[config.mk]
export PLATFORM = sky130hd
export DESIGN_NAME = devtbl_top
export DESIGN_NICKNAME = d
export VERILOG_FILES = /design/src/hw/devtbl_pkg.sv /design/src/hw/sysctl_pkg.sv /design/src/hw/devtbl_apb.sv /design/src/hw/devtbl_rom.sv /design/src/hw/devtbl_top.sv /design/src/hw/sysctl_regs.sv
export VERILOG_INCLUDE_DIRS = /design/src /design/src/include
export SDC_FILE = /design/constraint.sdc
export NUM_CORES = 1
export LEC_CHECK = 0
export BUFFER_PORTS_ARGS = -buffer_cell sky130_fd_sc_hd__buf_2
export CAP_MARGIN = 20
export CORE_MARGIN = 5
export CORE_UTILIZATION = 45
export CTS_CLUSTER_SIZE = 30
export DETAILED_ROUTE_END_ITERATION = 12
export GPL_ROUTABILITY_DRIVEN = 0
export PLACE_DENSITY = 0.92
export SKIP_CTS_REPAIR_TIMING = 1
export SYNTH_ARGS = -nofsm -noshare
export SYNTH_HDL_FRONTEND = slang
export SYNTH_SLANG_ARGS = --single-unit
[constraint.sdc]
create_clock -name clk_i -period 4.9 [get_ports clk_i]
set_input_delay 0.49 -clock clk_i [delete_from_list [all_inputs] [get_ports clk_i]]
set_output_delay 0.49 -clock clk_i [all_outputs]
set_load 0.1 [all_outputs]
[src/include/devtbl_consts.svh]
////////////////////////////////////////
// Fixed sizes, table geometry, control window offsets
// and the values returned by the system queries.
////////////////////////////////////////
`ifndef DEVTBL_CONSTS_SVH
`define DEVTBL_CONSTS_SVH

// Bus widths.
`define DEVTBL_DATA_W 32
`define DEVTBL_ADDR_W 12

// Word index into the slave, byte address bits [11:2].
`define DEVTBL_IDX_W 10

// Number of devices listed, two table words each.
`define DEVTBL_NUM_DEV 6

// Table region in words. The slave is 4 KB with the top 512 bytes kept
// for system control, less two tiny device maps.
`define DEVTBL_MAPSZ 30'd892

// Byte address just past the table region.
`define DEVTBL_TBL_END 12'hDF0

// Map sizes of the listed devices, in words.
`define BLOCKDEV_MAPSZ 30'd128
`define TINYDEV_MAPSZ 30'd2
`define RAM_MAPSZ 30'h0040_0000
`define RAMCTRL_MAPSZ 30'd16

// System control window and its registers.
`define SYSCTL_BASE 12'hE00
`define SYSCTL_SEL_OFS 12'h000
`define SYSCTL_RESULT_OFS 12'h004
`define SYSCTL_CMD_OFS 12'h008

// Query results.
`define SOC_VERSION 32'h0001_0203
`define RAM_CACHE_SZ 32'd16384
`define PRELDR_ADDR 32'h0000_1000

`endif
[src/hw/devtbl_pkg.sv]
////////////////////////////////////////
// Device kind codes, map flags and the table word views.
////////////////////////////////////////
package devtbl_pkg;

	// Kind codes as software expects them in the even table word.
	typedef enum logic [7:0] {
		kind_none       = 8'd0,
		kind_ram        = 8'd1,
		kind_tiny_timer = 8'd3,
		kind_block_dev  = 8'd4,
		kind_tiny_intc  = 8'd5,
		kind_dev_table  = 8'd7
	} dev_kind_e;

	typedef enum logic [1:0] {
		flag_plain = 2'd0,
		flag_intr  = 2'd1
	} map_flags_e;

	// Even word of a device entry.
	typedef struct packed {
		logic [23:0] rsvd;
		dev_kind_e   kind;
	} kind_word_t;

	// Odd word of a device entry.
	typedef struct packed {
		logic [29:0] map_sz;
		map_flags_e  flags;
	} size_word_t;

	// Bit 0 of the word index picks the view.
	typedef union packed {
		kind_word_t kind_w;
		size_word_t size_w;
	} tbl_word_u;

endpackage

[src/hw/sysctl_pkg.sv]
////////////////////////////////////////
// Query selector and reset command codes.
////////////////////////////////////////
package sysctl_pkg;

	typedef enum logic [1:0] {
		query_version   = 2'd0,
		query_cache_sz  = 2'd1,
		query_rst_state = 2'd2,
		query_preldr    = 2'd3
	} query_e;

	// Commands written to the command register.
	typedef enum logic [1:0] {
		cmd_hold_core0  = 2'd0,
		cmd_hold_core1  = 2'd1,
		cmd_hold_both   = 2'd2,
		cmd_exit_preldr = 2'd3
	} rst_cmd_e;

endpackage

[src/hw/devtbl_apb.sv]
////////////////////////////////////////
// APB slave for the device table and the control window.
////////////////////////////////////////
`timescale 1ns/10ps
`include "devtbl_consts.svh"

module devtbl_apb (
	input  logic                       clk_i,
	input  logic                       rst_i,
	input  logic                       psel_i,
	input  logic                       penable_i,
	input  logic                       pwrite_i,
	input  logic [`DEVTBL_ADDR_W-1:0]  paddr_i,
	input  logic [`DEVTBL_DATA_W-1:0]  pwdata_i,
	output logic [`DEVTBL_DATA_W-1:0]  prdata_o,
	output logic                       pready_o,
	output logic                       pslverr_o,
	output logic                       tbl_rd_o,
	output logic [`DEVTBL_IDX_W-1:0]   tbl_idx_o,
	input  logic [`DEVTBL_DATA_W-1:0]  tbl_word_i,
	output logic                       ctl_wr_o,
	output logic                       ctl_rd_o,
	output logic [1:0]                 ctl_ofs_o,
	output logic [`DEVTBL_DATA_W-1:0]  ctl_wdata_o,
	input  logic [`DEVTBL_DATA_W-1:0]  ctl_rdata_i
);

	localparam logic [1:0] st_idle    = 2'd0;
	localparam logic [1:0] st_access  = 2'd1;
	localparam logic [1:0] st_rd_done = 2'd2;

	localparam logic [`DEVTBL_ADDR_W-1:0] tbl_end    = `DEVTBL_TBL_END;
	localparam logic [`DEVTBL_ADDR_W-1:0] win_base   = `SYSCTL_BASE;
	localparam logic [`DEVTBL_ADDR_W-1:0] sel_ofs    = `SYSCTL_SEL_OFS;
	localparam logic [`DEVTBL_ADDR_W-1:0] result_ofs = `SYSCTL_RESULT_OFS;
	localparam logic [`DEVTBL_ADDR_W-1:0] cmd_ofs    = `SYSCTL_CMD_OFS;

	logic [1:0]                state_q;
	logic [1:0]                state_d;
	logic [`DEVTBL_ADDR_W-1:0] win_ofs;
	logic                      hit_tbl;
	logic                      hit_win;
	logic                      acc_err;

	assign hit_tbl     = (paddr_i < tbl_end);
	assign hit_win     = (paddr_i >= win_base);
	assign win_ofs     = paddr_i - win_base;
	assign tbl_idx_o   = paddr_i[`DEVTBL_ADDR_W-1:2];
	assign ctl_ofs_o   = win_ofs[3:2];
	assign ctl_wdata_o = pwdata_i;

	// Everything in the gap and every unlisted window offset is an error.
	always_comb begin
		if (hit_tbl) begin
			acc_err = pwrite_i;
		end else if (hit_win && win_ofs == sel_ofs) begin
			acc_err = !pwrite_i;
		end else if (hit_win && win_ofs == result_ofs) begin
			acc_err = pwrite_i;
		end else if (hit_win && win_ofs == cmd_ofs) begin
			acc_err = 1'b0;
		end else begin
			acc_err = 1'b1;
		end
	end

	always_comb begin
		state_d   = state_q;
		pready_o  = 1'b0;
		pslverr_o = 1'b0;
		prdata_o  = '0;
		tbl_rd_o  = 1'b0;
		ctl_rd_o  = 1'b0;
		ctl_wr_o  = 1'b0;
		case (state_q)
			st_idle: begin
				if (psel_i && !penable_i) begin
					state_d = st_access;
				end
			end
			st_access: begin
				if (pwrite_i) begin
					pready_o  = 1'b1;
					pslverr_o = acc_err;
					ctl_wr_o  = hit_win && !acc_err;
					state_d   = st_idle;
				end else begin
					tbl_rd_o = hit_tbl;
					ctl_rd_o = hit_win && !acc_err;
					state_d  = st_rd_done;
				end
			end
			st_rd_done: begin
				pready_o  = 1'b1;
				pslverr_o = acc_err;
				if (!acc_err) begin
					prdata_o = hit_tbl ? tbl_word_i : ctl_rdata_i;
				end
				state_d = st_idle;
			end
			default: begin
				state_d = st_idle;
			end
		endcase
	end

	always_ff @(posedge clk_i) begin
		if (rst_i) begin
			state_q <= st_idle;
		end else begin
			state_q <= state_d;
		end
	end

	pready_in_access: assert property (@(posedge clk_i) disable iff (rst_i)
		pready_o |-> psel_i && penable_i);

	// A read decodes paddr again in its second access cycle, so its error must match the first.
	rd_err_stable: assert property (@(posedge clk_i) disable iff (rst_i)
		state_q == st_access && !pwrite_i |=> pslverr_o == $past(acc_err));

endmodule

[src/hw/devtbl_rom.sv]
////////////////////////////////////////
// Registered device table lookup.
////////////////////////////////////////
`timescale 1ns/10ps
`include "devtbl_consts.svh"

module devtbl_rom (
	input  logic                   clk_i,
	input  logic                   rst_i,
	input  logic                   rd_i,
	input  logic [`DEVTBL_IDX_W-1:0] idx_i,
	output devtbl_pkg::tbl_word_u  word_o
);

	logic [`DEVTBL_IDX_W-2:0] dev_idx;
	devtbl_pkg::dev_kind_e    kind;
	devtbl_pkg::map_flags_e   flags;
	logic [29:0]              map_sz;
	devtbl_pkg::tbl_word_u    next_w;

	// Two words per device, so the upper index bits select the device.
	assign dev_idx = idx_i[`DEVTBL_IDX_W-1:1];

	always_comb begin
		kind   = devtbl_pkg::kind_none;
		flags  = devtbl_pkg::flag_plain;
		map_sz = '0;
		case (dev_idx)
			9'd0: begin
				kind   = devtbl_pkg::kind_block_dev;
				map_sz = `BLOCKDEV_MAPSZ;
				flags  = devtbl_pkg::flag_intr;
			end
			9'd1: begin
				kind   = devtbl_pkg::kind_dev_table;
				map_sz = `DEVTBL_MAPSZ;
			end
			9'd2: begin
				kind   = devtbl_pkg::kind_tiny_timer;
				map_sz = `TINYDEV_MAPSZ;
			end
			9'd3: begin
				kind   = devtbl_pkg::kind_tiny_intc;
				map_sz = `TINYDEV_MAPSZ;
				flags  = devtbl_pkg::flag_intr;
			end
			9'd4: begin
				kind   = devtbl_pkg::kind_ram;
				map_sz = `RAM_MAPSZ;
			end
			// The RAM controller lists no kind of its own.
			9'd5: begin
				map_sz = `RAMCTRL_MAPSZ;
			end
			default: begin
				map_sz = '0;
			end
		endcase
	end

	always_comb begin
		next_w = '0;
		if (dev_idx < `DEVTBL_NUM_DEV) begin
			if (idx_i[0]) begin
				next_w.size_w.map_sz = map_sz;
				next_w.size_w.flags  = flags;
			end else begin
				next_w.kind_w.kind = kind;
			end
		end
	end

	always_ff @(posedge clk_i) begin
		if (rst_i) begin
			word_o <= '0;
		end else if (rd_i) begin
			word_o <= next_w;
		end
	end

endmodule

[src/hw/devtbl_top.sv]
////////////////////////////////////////
// Device table and system control slave.
////////////////////////////////////////
`timescale 1ns/10ps
`include "devtbl_consts.svh"

module devtbl_top (
	input  logic                      clk_i,
	input  logic                      rst_i,
	input  logic                      psel_i,
	input  logic                      penable_i,
	input  logic                      pwrite_i,
	input  logic [`DEVTBL_ADDR_W-1:0] paddr_i,
	input  logic [`DEVTBL_DATA_W-1:0] pwdata_i,
	output logic [`DEVTBL_DATA_W-1:0] prdata_o,
	output logic                      pready_o,
	output logic                      pslverr_o,
	output logic                      core0_rst_o,
	output logic                      core1_rst_o,
	output logic                      ldr_exit_o
);

	logic                      tbl_rd;
	logic [`DEVTBL_IDX_W-1:0]  tbl_idx;
	devtbl_pkg::tbl_word_u     tbl_word;
	logic                      ctl_wr;
	logic                      ctl_rd;
	logic [1:0]                ctl_ofs;
	logic [`DEVTBL_DATA_W-1:0] ctl_wdata;
	logic [`DEVTBL_DATA_W-1:0] ctl_rdata;

	devtbl_apb i_apb (
		.clk_i       (clk_i),
		.rst_i       (rst_i),
		.psel_i      (psel_i),
		.penable_i   (penable_i),
		.pwrite_i    (pwrite_i),
		.paddr_i     (paddr_i),
		.pwdata_i    (pwdata_i),
		.prdata_o    (prdata_o),
		.pready_o    (pready_o),
		.pslverr_o   (pslverr_o),
		.tbl_rd_o    (tbl_rd),
		.tbl_idx_o   (tbl_idx),
		.tbl_word_i  (tbl_word),
		.ctl_wr_o    (ctl_wr),
		.ctl_rd_o    (ctl_rd),
		.ctl_ofs_o   (ctl_ofs),
		.ctl_wdata_o (ctl_wdata),
		.ctl_rdata_i (ctl_rdata)
	);

	devtbl_rom i_rom (
		.clk_i  (clk_i),
		.rst_i  (rst_i),
		.rd_i   (tbl_rd),
		.idx_i  (tbl_idx),
		.word_o (tbl_word)
	);

	sysctl_regs i_ctl (
		.clk_i       (clk_i),
		.rst_i       (rst_i),
		.wr_i        (ctl_wr),
		.rd_i        (ctl_rd),
		.ofs_i       (ctl_ofs),
		.wdata_i     (ctl_wdata),
		.rdata_o     (ctl_rdata),
		.core0_rst_o (core0_rst_o),
		.core1_rst_o (core1_rst_o),
		.ldr_exit_o  (ldr_exit_o)
	);

endmodule

[src/hw/sysctl_regs.sv]
////////////////////////////////////////
// System control registers, query result and core reset control.
////////////////////////////////////////
`timescale 1ns/10ps
`include "devtbl_consts.svh"

module sysctl_regs (
	input  logic                      clk_i,
	input  logic                      rst_i,
	input  logic                      wr_i,
	input  logic                      rd_i,
	input  logic [1:0]                ofs_i,
	input  logic [`DEVTBL_DATA_W-1:0] wdata_i,
	output logic [`DEVTBL_DATA_W-1:0] rdata_o,
	output logic                      core0_rst_o,
	output logic                      core1_rst_o,
	output logic                      ldr_exit_o
);

	localparam logic [`DEVTBL_ADDR_W-1:0] sel_ofs    = `SYSCTL_SEL_OFS;
	localparam logic [`DEVTBL_ADDR_W-1:0] result_ofs = `SYSCTL_RESULT_OFS;
	localparam logic [`DEVTBL_ADDR_W-1:0] cmd_ofs    = `SYSCTL_CMD_OFS;

	sysctl_pkg::query_e          sel_q;
	sysctl_pkg::rst_cmd_e        cmd;
	logic                        ldr_done_q;
	logic                        code_ok;
	logic [`DEVTBL_DATA_W-1:0]   result;

	// Codes above 3 are ignored for both the selector and the command.
	assign code_ok = (wdata_i[`DEVTBL_DATA_W-1:2] == '0);
	assign cmd     = sysctl_pkg::rst_cmd_e'(wdata_i[1:0]);

	always_comb begin
		case (sel_q)
			sysctl_pkg::query_version:   result = `SOC_VERSION;
			sysctl_pkg::query_cache_sz:  result = `RAM_CACHE_SZ;
			sysctl_pkg::query_rst_state: result = {30'd0, core1_rst_o, core0_rst_o};
			default:                     result = ldr_done_q ? '0 : `PRELDR_ADDR;
		endcase
	end

	always_ff @(posedge clk_i) begin
		if (rst_i) begin
			sel_q       <= sysctl_pkg::query_version;
			core0_rst_o <= 1'b0;
			core1_rst_o <= 1'b0;
			ldr_done_q  <= 1'b0;
			ldr_exit_o  <= 1'b0;
			rdata_o     <= '0;
		end else begin
			ldr_exit_o <= 1'b0;
			if (wr_i && ofs_i == sel_ofs[3:2] && code_ok) begin
				sel_q <= sysctl_pkg::query_e'(wdata_i[1:0]);
			end
			if (wr_i && ofs_i == cmd_ofs[3:2] && code_ok) begin
				case (cmd)
					sysctl_pkg::cmd_hold_core0: begin
						core0_rst_o <= 1'b1;
						core1_rst_o <= 1'b0;
					end
					sysctl_pkg::cmd_hold_core1: begin
						core0_rst_o <= 1'b0;
						core1_rst_o <= 1'b1;
					end
					sysctl_pkg::cmd_hold_both: begin
						core0_rst_o <= 1'b1;
						core1_rst_o <= 1'b1;
					end
					default: begin
						ldr_done_q <= 1'b1;
						ldr_exit_o <= 1'b1;
					end
				endcase
			end
			if (rd_i && ofs_i == result_ofs[3:2]) begin
				rdata_o <= result;
			end
		end
	end

	// Back-to-back command writes cannot occur on the bus, so the exit pulse stays single.
	ldr_exit_single: assert property (@(posedge clk_i) disable iff (rst_i)
		ldr_exit_o |=> !ldr_exit_o);

endmodule

==> qor.yml, run 1 <==
outcome:
  run_status: "finished, final reports clean"
setup_path:
  critPathCaptureType: "output pin"
  reg2reg_depth: 6
  r2r-start: "i_apb.state_q[1]"
  r2r_slack_ps: 3030
  critPathLaunchType: "input pin"
  path_class: "in2out"
  rr_endpoint: "i_rom.word_o[9]"
  crit_path_start: "paddr_i[9]"
  path_max_fanout: 7
  required_ps: 4410
  critPathArrivalTime_ps: 2530
  crit_end: "prdata_o[9]"
global_routing:
  grt_pass1_wl_mm: 5.67
  antenna_found_initial: 0
  grt_pass1_vias: 1344
  grt-ovfl-total: 0
  grt_max_degree: 27
  grtUsageTotal: 0.157
detailed_routing:
  vias: 1446
  wirelength_mm: 3.62
  dr.pass1.iters: 4
  drc_errors: 0
  antenna_left: 0
  drtIter0Drc: 67
  viasPerCell: 4.99
  routedWlPerCell_um: 12.5
power:
  p_leak_nw: 0.917
  peakVddDrop_mv: 0.0763
  powerDensity_mw_per_mm2: 201
hold_path:
  hp-class: "in2reg"
placed_design:
  place_area_mm2: 0.00181
  dp_hpwl_mm: 3.02
  io_buffers: 69
yosys:
  syn_inst: 183
  synth.distinct_cells: 42
  yosysWarnings: 0
  ys_ff_latch: 21
  netlist_area_mm2: 0.00154
  syn_avg_cell_area_um2: 8.40
  ys_seq_area_frac: 0.274
cts:
  cts.clk_slew.worst_paths_ps: 120
  cts_max_path_buffers: 2
  clk_latency_ps: 310
  cts.sinks: 21
  cts_root_buf: "clkbuf_4"
  cts_max_level: 1
  cts_made_buffers: 3
  cts_tree: "yes"
final_layout:
  num_antenna_cells: 0
  area_delta_synth_final_pct: 19.5
  final_common_cell: "buf_2"
  final_cell_mix: "buf_2, dfxtp_1, conb_1"
  drive_above_1_share: 0.328
  final_util: 0.554
  design_area_mm2: 0.00184
  nets: 302
sta:
  rsz0062_at_grt: "false"
  hold_slack_ps: 442
  fin_skew_ps: 7.47
  fin_crit_sh: 0.616
  maxSlewHeadroom: 0.619
  setup_violations: 0
  final-hold-violation-count: 0
  worst_slew_pin_slew_ps: 568
  tns_ps: 0
  drv_slew: 0
  period_needed_ps: 3020
  fmax_mhz: 331
die:
  core_area_mm2: 0.00331
  die_area_mm2: 0.00468
  die_h_um: 68.4
  die_w_um: 68.4
  start_util: 0.464
  rows: 21
  pin_count: 86
flow_run:
  drv_cap: 0
worst max-delay path, stage by stage:
cell      delay (ps)
buf_2            120
inv_1             60
ha_1             300
and4bb_2         300
nand4b_2         180
nor2_1           410
a22oi_1          130
nor2b_1          130
buf_2            430
layer usage:
layer / vias to the layer above / global-route usage / share of wire
li1: 733 / - / -
met1: 655 / 0.174 / 0.39
met2: 54 / 0.306 / 0.53
met3: 4 / 0.0181 / 0.069
met4: 0 / 0.0447 / 0.012
met5: - / 0 / 0
how the worst min path moves through the flow:
stage                                  from                 to  cells after the start
after floorplan           i_ctl.rdata_o[14]  i_ctl.rdata_o[14]                      2
after global placement    i_ctl.rdata_o[14]  i_ctl.rdata_o[14]                      2
after detailed placement  i_ctl.rdata_o[14]  i_ctl.rdata_o[14]                      2
after CTS                         penable_i   i_apb.state_q[0]                      3
after global routing              penable_i   i_apb.state_q[0]                      3
final                             penable_i   i_apb.state_q[0]                      3
cell type report:
type                       instances  area (um2)
inverter                          11        41.3
clock buffer                       3        22.5
fill                             330        1480
tap                               46        57.6
timing repair buffer              69         345
sequential                        21         420
clock inverter                     1        5.00
multi-input combinational        139         943
cell families (layout without fill, tap and decap cells):
kind of cell,Yosys count,count (layout),synth area share
AO/OA/AOI/OAI,30,30,0.127
adder cells (fa/ha/maj),8,8,0.0651
buffers and inverters,38,84,0.149
AND/OR/NAND/NOR,80,80,0.352
XOR/XNOR,2,2,0.0114
other,1,16,0.00244
flip-flops,21,21,0.274
multiplexers,3,3,0.0195
registers in the layout, summed over array words and instances, names as in the netlist:
register and count:
i_ctl.core0_rst_o 1, i_ctl.rdata_o 5, i_ctl.ldr_exit_o 1, i_ctl.ldr_done_q 1
i_ctl.sel_q 2, i_apb.state_q 2, i_ctl.core1_rst_o 1, i_rom.word_o 8
synth_stat cells (all sizes together):
cell type,count,area share
or3,4,0.016
o21a,2,0.0098
nor3,4,0.013
nand4,2,0.012
o21bai,2,0.0098
xor2,1,0.0057
a41oi,1,0.0057
nor2b,6,0.024
a21oi,7,0.023
nor4,9,0.056
clkbuf,5,0.012
a31oi,1,0.0041
and3,8,0.033
nand2,11,0.027
a211o,2,0.011
nand3b,7,0.042
or4b,4,0.026
nor2,8,0.020
o21ai,7,0.023
nor4b,1,0.0057
nand3,2,0.0065
nand2b,7,0.029
o21ba,1,0.0065
and2,2,0.0081
ha,8,0.065
mux2i,3,0.020
a22oi,5,0.024
nor3b,2,0.0098
inv,11,0.027
buf,22,0.11
conb,1,0.0024
nand4b,2,0.015
xnor2,1,0.0057
and4bb,1,0.0081
dfxtp,21,0.27
o31ai,2,0.0098
per-stage QoR:
step                total power (W)  cells  setup WS, ps
floorplan                  0.000267    198           703
global placement           0.000282    286          1980
detailed placement         0.000285    286          1860
CTS                        0.000368    290          1860
global route               0.000385    290          1680
finish                     0.000369    290          1880
power by group:
part | total (W) | internal (W) | switching [W]
combinational | 0.000110 | 0.0000262 | 0.0000836
sequential | 0.000172 | 0.000171 | 0.000000463
clock | 0.0000870 | 0.0000305 | 0.0000564
Note: power is estimated with default switching activity, not from simulation.
==> run 2: changes to the inputs <==
--- a/config.mk
+++ b/config.mk
@@ -9,11 +9,11 @@
 export BUFFER_PORTS_ARGS = -buffer_cell sky130_fd_sc_hd__buf_2
 export CAP_MARGIN = 20
 export CORE_MARGIN = 5
-export CORE_UTILIZATION = 45
+export CORE_UTILIZATION = 40
 export CTS_CLUSTER_SIZE = 30
 export DETAILED_ROUTE_END_ITERATION = 12
 export GPL_ROUTABILITY_DRIVEN = 0
-export PLACE_DENSITY = 0.92
+export PLACE_DENSITY = 0.87
 export SKIP_CTS_REPAIR_TIMING = 1
 export SYNTH_ARGS = -nofsm -noshare
 export SYNTH_HDL_FRONTEND = slang
==> constraint.sdc (replaced) <==
create_clock -name clk_i -period 2.5 [get_ports clk_i]
set_input_delay 0.25 -clock clk_i [delete_from_list [all_inputs] [get_ports clk_i]]
set_output_delay 0.25 -clock clk_i [all_outputs]
set_load 0.1 [all_outputs]
==> run 2 against run 1 <==
Routed wire length is 3.8% higher. Clock power grew to 2.6 times the previous value. Non-clock buffer count is 1 higher. Final cell count is 1.0% higher. Sequential cell count stayed put. Sequential power is 96% higher. Hold slack worse by 170 ps. Register-to-register slack worse by 2300 ps.
==> qor.yml, run 2 (synthesized netlist as in run 1, its figures left out) <==
outcome:
  run_status: "finished, final reports clean"
setup_path:
  critPathArrivalTime_ps: 1960  # -570 ps
  path_max_fanout: 7  # unchanged
  worst-path-buf-inv: 4  # +1
  path_cells: "buf_2, inv_1, ha_1, and4bb_2, nand4b_2, nor2_1, buf_4, a22oi_1, nor2b_4, buf_12"
  path_class: "in2out"
  max_stage_delay_ps: 310  # -120 ps
  required_ps: 2250  # -2160 ps
  critPathCaptureType: "output pin"
  crit_path_top_delay_cell: "and4bb_2"
  crit_family: "simple AND/OR/NAND/NOR gates"
  critPathLaunchType: "input pin"
detailed_routing:
  antenna_left: 0  # unchanged
  wirelength_mm: 3.75  # +3.8%
  viasPerCell: 5.04  # +1.1%
  routedWlPerCell_um: 12.8  # +2.7%
  dr.pass1.iters: 4  # unchanged
  vias: 1477  # +2.1%
  drc_errors: 0  # unchanged
  drtIter0Drc: 91  # +36%
hold_path:
  hp-class: "in2reg"
final_layout:
  design_area_mm2: 0.00199  # +8.4%
  multi_input_area_um2: 978  # +3.7%
  n_fill_cell: 349  # +5.8%
  instances_no_fill: 293  # +1.0%
  drive_above_1_share: 0.351  # +0.0232
  final_cell_mix: "buf_2, dfxtp_1, conb_1"
  num_antenna_cells: 0  # unchanged
  final_common_cell: "buf_2"
  seqCellArea_um2: 420  # unchanged
  largest-register: "i_rom.word_o"
  area_delta_synth_final_pct: 29.5
  nets: 303  # +0.33%
  reg_top3: "i_rom.word_o (8), i_ctl.rdata_o (5)"
  largest_reg_flops: 8  # unchanged
power:
  combPwrFrac: 0.279  # -0.019
  switching_power_w: 0.000277  # +97%
  switching_share: 0.357  # -0.0237
  p_leak_nw: 0.946  # +3.2%
  peakVddDrop_mv: 0.203  # +170%
  clockPowerShare: 0.287  # +0.051
  total_power_w: 0.000776  # +110%
  seqPwrFrac: 0.434  # -0.032
  powerDensity_mw_per_mm2: 390  # +94%
  cellInternalPower_w: 0.000498  # +120%
global_routing:
  grt_pass1_vias: 1385  # +3.1%
  grt_max_degree: 27  # unchanged
  grtUsageTotal: 0.140  # -0.0170
  antenna_found_initial: 0  # unchanged
  grt_pass1_wl_mm: 5.94  # +4.7%
  grt-ovfl-total: 0  # unchanged
cts:
  cts.sinks: 21  # unchanged
  cts_tree: "yes"
  cts_max_path_buffers: 2  # unchanged
  cts_max_level: 1  # unchanged
  cts_root_buf: "clkbuf_8"
  cts_made_buffers: 3  # unchanged
  cts.clk_slew.worst_paths_ps: 80  # -40 ps
  clk_latency_ps: 260  # -50 ps
sta:
  fin_crit_sh: 0.886
  rsz0062_at_grt: "false"
  fin_skew_ps: 1.38  # -6.10 ps
  final-hold-violation-count: 0  # unchanged
  worst_slew_pin_slew_ps: 609  # +41.0 ps
  drv_slew: 0  # unchanged
  setup_violations: 0  # unchanged
  maxSlewHeadroom: 0.591  # -0.0275
  fmax_mhz: 452
  period_needed_ps: 2210
die:
  die_h_um: 72.0  # +5.2%
  start_util: 0.417  # -0.0475
  rows: 22  # +4.8%
  die_w_um: 72.0  # +5.2%
  core_area_mm2: 0.00369  # +11%
  die_area_mm2: 0.00518  # +11%
  pin_count: 86  # unchanged
placed_design:
  place_inst: 289  # +1.0%
  dp_hpwl_mm: 3.15  # +4.2%
  io_buffers: 69  # unchanged
  place_area_mm2: 0.00194  # +7.5%
flow_run:
  drv_cap: 0  # unchanged
-- run 2: stage by stage --
stage / setup WS (ps) / utilization / hold WS (ps) / setup TNS, ps
after floorplan: -124 / - / 352 / -124
after global placement: 370 / 0.527 / 438 / 0
after detailed placement: 270 / 0.527 / 448 / 0
after CTS: 270 / 0.539 / 268 / 0
final: 286 / 0.539 / 268 / 0
after global routing: 159 / 0.539 / 287 / 0
-- run 2: layout make-up --
class	count	area share
flip-flops and latches	21	0.211
multi-input cells	139	0.492
repair buffers	70	0.223
clock buffers	3	0.0208
well taps	48	0.0302
clock inverters	1	0.00252
inverters	11	0.0208
-- run 2: path summary, 6_finish.rpt --
path | from | endpoint | slack [ps] | cells past startpoint
max | paddr_i[9] | prdata_o[1] | 290 | 10
min | penable_i | i_apb.state_q[0] | 270 | 3
max reg2reg | i_apb.state_q[1] | i_ctl.rdata_o[12] | 690 | 6
min reg2reg | i_ctl.rdata_o[12] | i_ctl.rdata_o[12] | 460 | 2
-- run 2: worst min-delay path: cells and delay by family --
family | cells | cell delay, ps
simple gates | 1 | 40
compound gates | 1 | 110
buf+inv | 1 | 90
-- run 2: routing by layer --
metal	global-route usage	routed length [um]	up-vias
met2	0.267	2020	62
met1	0.152	1400	669
li1	-	-	740
met3	0.0332	299	6
met4	0.0397	40	0
met5	0	0	-
-- run 2: power groups by stage --
| stage | logic, W | clock network, W | registers, W |
|---|---|---|---|
| 2_1_floorplan | 0.000180 | 0 | 0.000344 |
| 3_3_place_gp | 0.000210 | 0 | 0.000345 |
| 3_5_place_dp | 0.000215 | 0 | 0.000345 |
| 4_1_cts | 0.000216 | 0.000223 | 0.000337 |
| 5_1_grt | 0.000230 | 0.000238 | 0.000337 |
| 6_report | 0.000216 | 0.000222 | 0.000337 |
==> run 3: changes to the inputs <==
--- a/config.mk
+++ b/config.mk
@@ -10,10 +10,12 @@
 export CAP_MARGIN = 20
 export CORE_MARGIN = 5
 export CORE_UTILIZATION = 40
+export CTS_BUF_LIST = sky130_fd_sc_hd__clkbuf_8 sky130_fd_sc_hd__clkbuf_16
 export CTS_CLUSTER_SIZE = 30
 export DETAILED_ROUTE_END_ITERATION = 12
 export GPL_ROUTABILITY_DRIVEN = 0
 export PLACE_DENSITY = 0.87
+export REMOVE_ABC_BUFFERS = 1
 export SKIP_CTS_REPAIR_TIMING = 1
 export SYNTH_ARGS = -nofsm -noshare
 export SYNTH_HDL_FRONTEND = slang
==> run 3 against run 2 <==
Final cell count rose by 0.34%. Non-clock buffer count rose by 1. Register-to-register slack got worse by 20 ps. Hold slack got worse by 3.0 ps. Sequential power barely moved. First-iteration DRC count rose by 6.6%. Worst setup slack got worse by 19 ps. Die area did not move. Combinational power barely moved. Critical path depth did not move. Sequential share of layout area rose by 0.31 points. Total power fell by 1.4%. Critical path type unchanged.
==> qor.yml, run 3 (synthesized netlist as in run 1, its figures left out) <==
outcome:
  run_status: "finished, final reports clean"
setup_path:
  path_max_fanout: 7  # unchanged
  critPathLaunchType: "input pin"
  critPathCaptureType: "output pin"
  path_cells: "buf_2, inv_1, ha_1, and4bb_2, nand4b_2, nor2_1, buf_4, a22oi_1, nor2b_1, buf_12"
  rr_endpoint: "i_ctl.rdata_o[12]"
  max_stage_delay_ps: 290  # -20 ps
  path_class: "in2out"
  critPathArrivalTime_ps: 1980  # +20 ps
  required_ps: 2250  # about the same
  r2r_slack_ps: 670  # -20 ps
  reg2reg_depth: 6  # unchanged
  r2r-start: "i_apb.state_q[1]"
  crit_path_top_delay_cell: "and4bb_2"
global_routing:
  grtUsageTotal: 0.138  # -0.00169
  antenna_found_initial: 0  # unchanged
  grt_max_degree: 27  # unchanged
  grt_pass1_vias: 1467  # +5.9%
  grt_pass1_wl_mm: 5.94  # unchanged
  grt-ovfl-total: 0  # unchanged
final_layout:
  final_common_cell: "buf_2"
  final_cell_mix: "buf_2, dfxtp_1, conb_1"
  largest_reg_flops: 8  # unchanged
  instances_no_fill: 294  # +0.34%
  final_util: 0.532  # -0.00780
  drive_above_1_share: 0.329  # -0.0218
  num_antenna_cells: 0  # unchanged
  area_delta_synth_final_pct: 27.6
  largest-register: "i_rom.word_o"
  reg_top3: "i_rom.word_o (8), i_ctl.rdata_o (5)"
  nets: 304  # +0.33%
detailed_routing:
  antenna_left: 0  # unchanged
  viasPerCell: 5.03  # -0.14%
  drc_errors: 0  # unchanged
  drtIter0Drc: 97  # +6.6%
  dr.pass1.iters: 4  # unchanged
  wirelength_mm: 3.61  # -3.7%
  routedWlPerCell_um: 12.3  # -4.1%
  vias: 1480  # +0.20%
sta:
  setup_violations: 0  # unchanged
  tns_ps: 0  # unchanged
  period_needed_ps: 2230  # +18.7 ps
  fin_skew_ps: 3.10  # +1.72 ps
  rsz0062_at_grt: "false"
  fmax_mhz: 448  # -0.84%
  worst_slew_pin_slew_ps: 544  # -64.9 ps
  final-hold-violation-count: 0  # unchanged
  drv_slew: 0  # unchanged
  maxSlewHeadroom: 0.635  # +0.0436
  fin_ws_ps: 267  # -18.7 ps
  fin_crit_sh: 0.893  # +0.00746
cts:
  cts_max_path_buffers: 2  # unchanged
  cts_root_buf: "clkbuf_8"
  cts.clk_slew.worst_paths_ps: 70  # about the same
  clk_latency_ps: 260  # about the same
  cts.sinks: 21  # unchanged
  cts_max_level: 1  # unchanged
  cts_made_buffers: 3  # unchanged
  cts_tree: "yes"
hold_path:
  hp-class: "in2reg"
  hold_depth: 3  # unchanged
  hold_end: "i_apb.state_q[0]"
  hp-start: "penable_i"
die:
  core_area_mm2: 0.00369  # unchanged
  start_util: 0.417  # unchanged
  die_w_um: 72.0  # unchanged
  rows: 22  # unchanged
  pin_count: 86  # unchanged
  die_area_mm2: 0.00518  # unchanged
  die_h_um: 72.0  # unchanged
placed_design:
  place_ws_ps: 249  # -20.8 ps
  dp_hpwl_mm: 3.09  # -1.7%
  place_inst: 290  # +0.35%
  io_buffers: 69  # unchanged
flow_run:
  drv_cap: 0  # unchanged
power:
  p_leak_nw: 0.952  # +0.62%
  powerDensity_mw_per_mm2: 390  # about the same
  total_power_w: 0.000765  # -1.4%
  peakVddDrop_mv: 0.211  # +4.2%
run 3: worst max-delay path by stage:
stage,startpoint,to,slack [ps],cells past startpoint
2_1_floorplan,paddr_i[5],prdata_o[10],-2710,4
3_3_place_gp,paddr_i[9],pslverr_o,320,9
3_5_place_dp,paddr_i[9],prdata_o[9],250,10
4_1_cts,paddr_i[9],prdata_o[9],250,10
5_1_grt,paddr_i[9],prdata_o[9],130,10
6_report,paddr_i[9],prdata_o[9],270,10
run 3: layout make-up:
| class | instances | area, um2 |
|---|---|---|
| Tap cell | 48 | 60.1 |
| Clock buffer | 3 | 41.3 |
| Fill cell | 366 | 1730 |
| Inverter | 11 | 41.3 |
| Timing Repair Buffer | 71 | 450 |
| Clock inverter | 1 | 3.75 |
| Sequential cell | 21 | 420 |
| Multi-Input combinational cell | 139 | 943 |
run 3: power breakdown:
group | switching, W | internal [W]
registers | 0.000000895 | 0.000336
logic | 0.000163 | 0.0000511
clock network | 0.000105 | 0.000109
run 3: routing by layer:
layer,global-route usage,vias to the layer above,routed length [um]
met5,0,-,0
met4,0.0459,0,25
met3,0.0235,3,325
met2,0.257,70,1810
met1,0.159,659,1450
li1,-,748,-
run 3: metrics by stage:
step                      hold slack, ps  cell area [um2]
after floorplan                      319             1410
after global placement               435             1920
after detailed placement             445             1920
after CTS                            265             1960
after global routing                 279             1960
final                                265             1960
run 3: critical path: cells and delay by family:
family,cells,cell delay [ps]
AO/OA/AOI/OAI,1,70
adder cells (fa/ha/maj),1,270
AND/OR/NAND/NOR,4,840
buffers and inverters,4,540
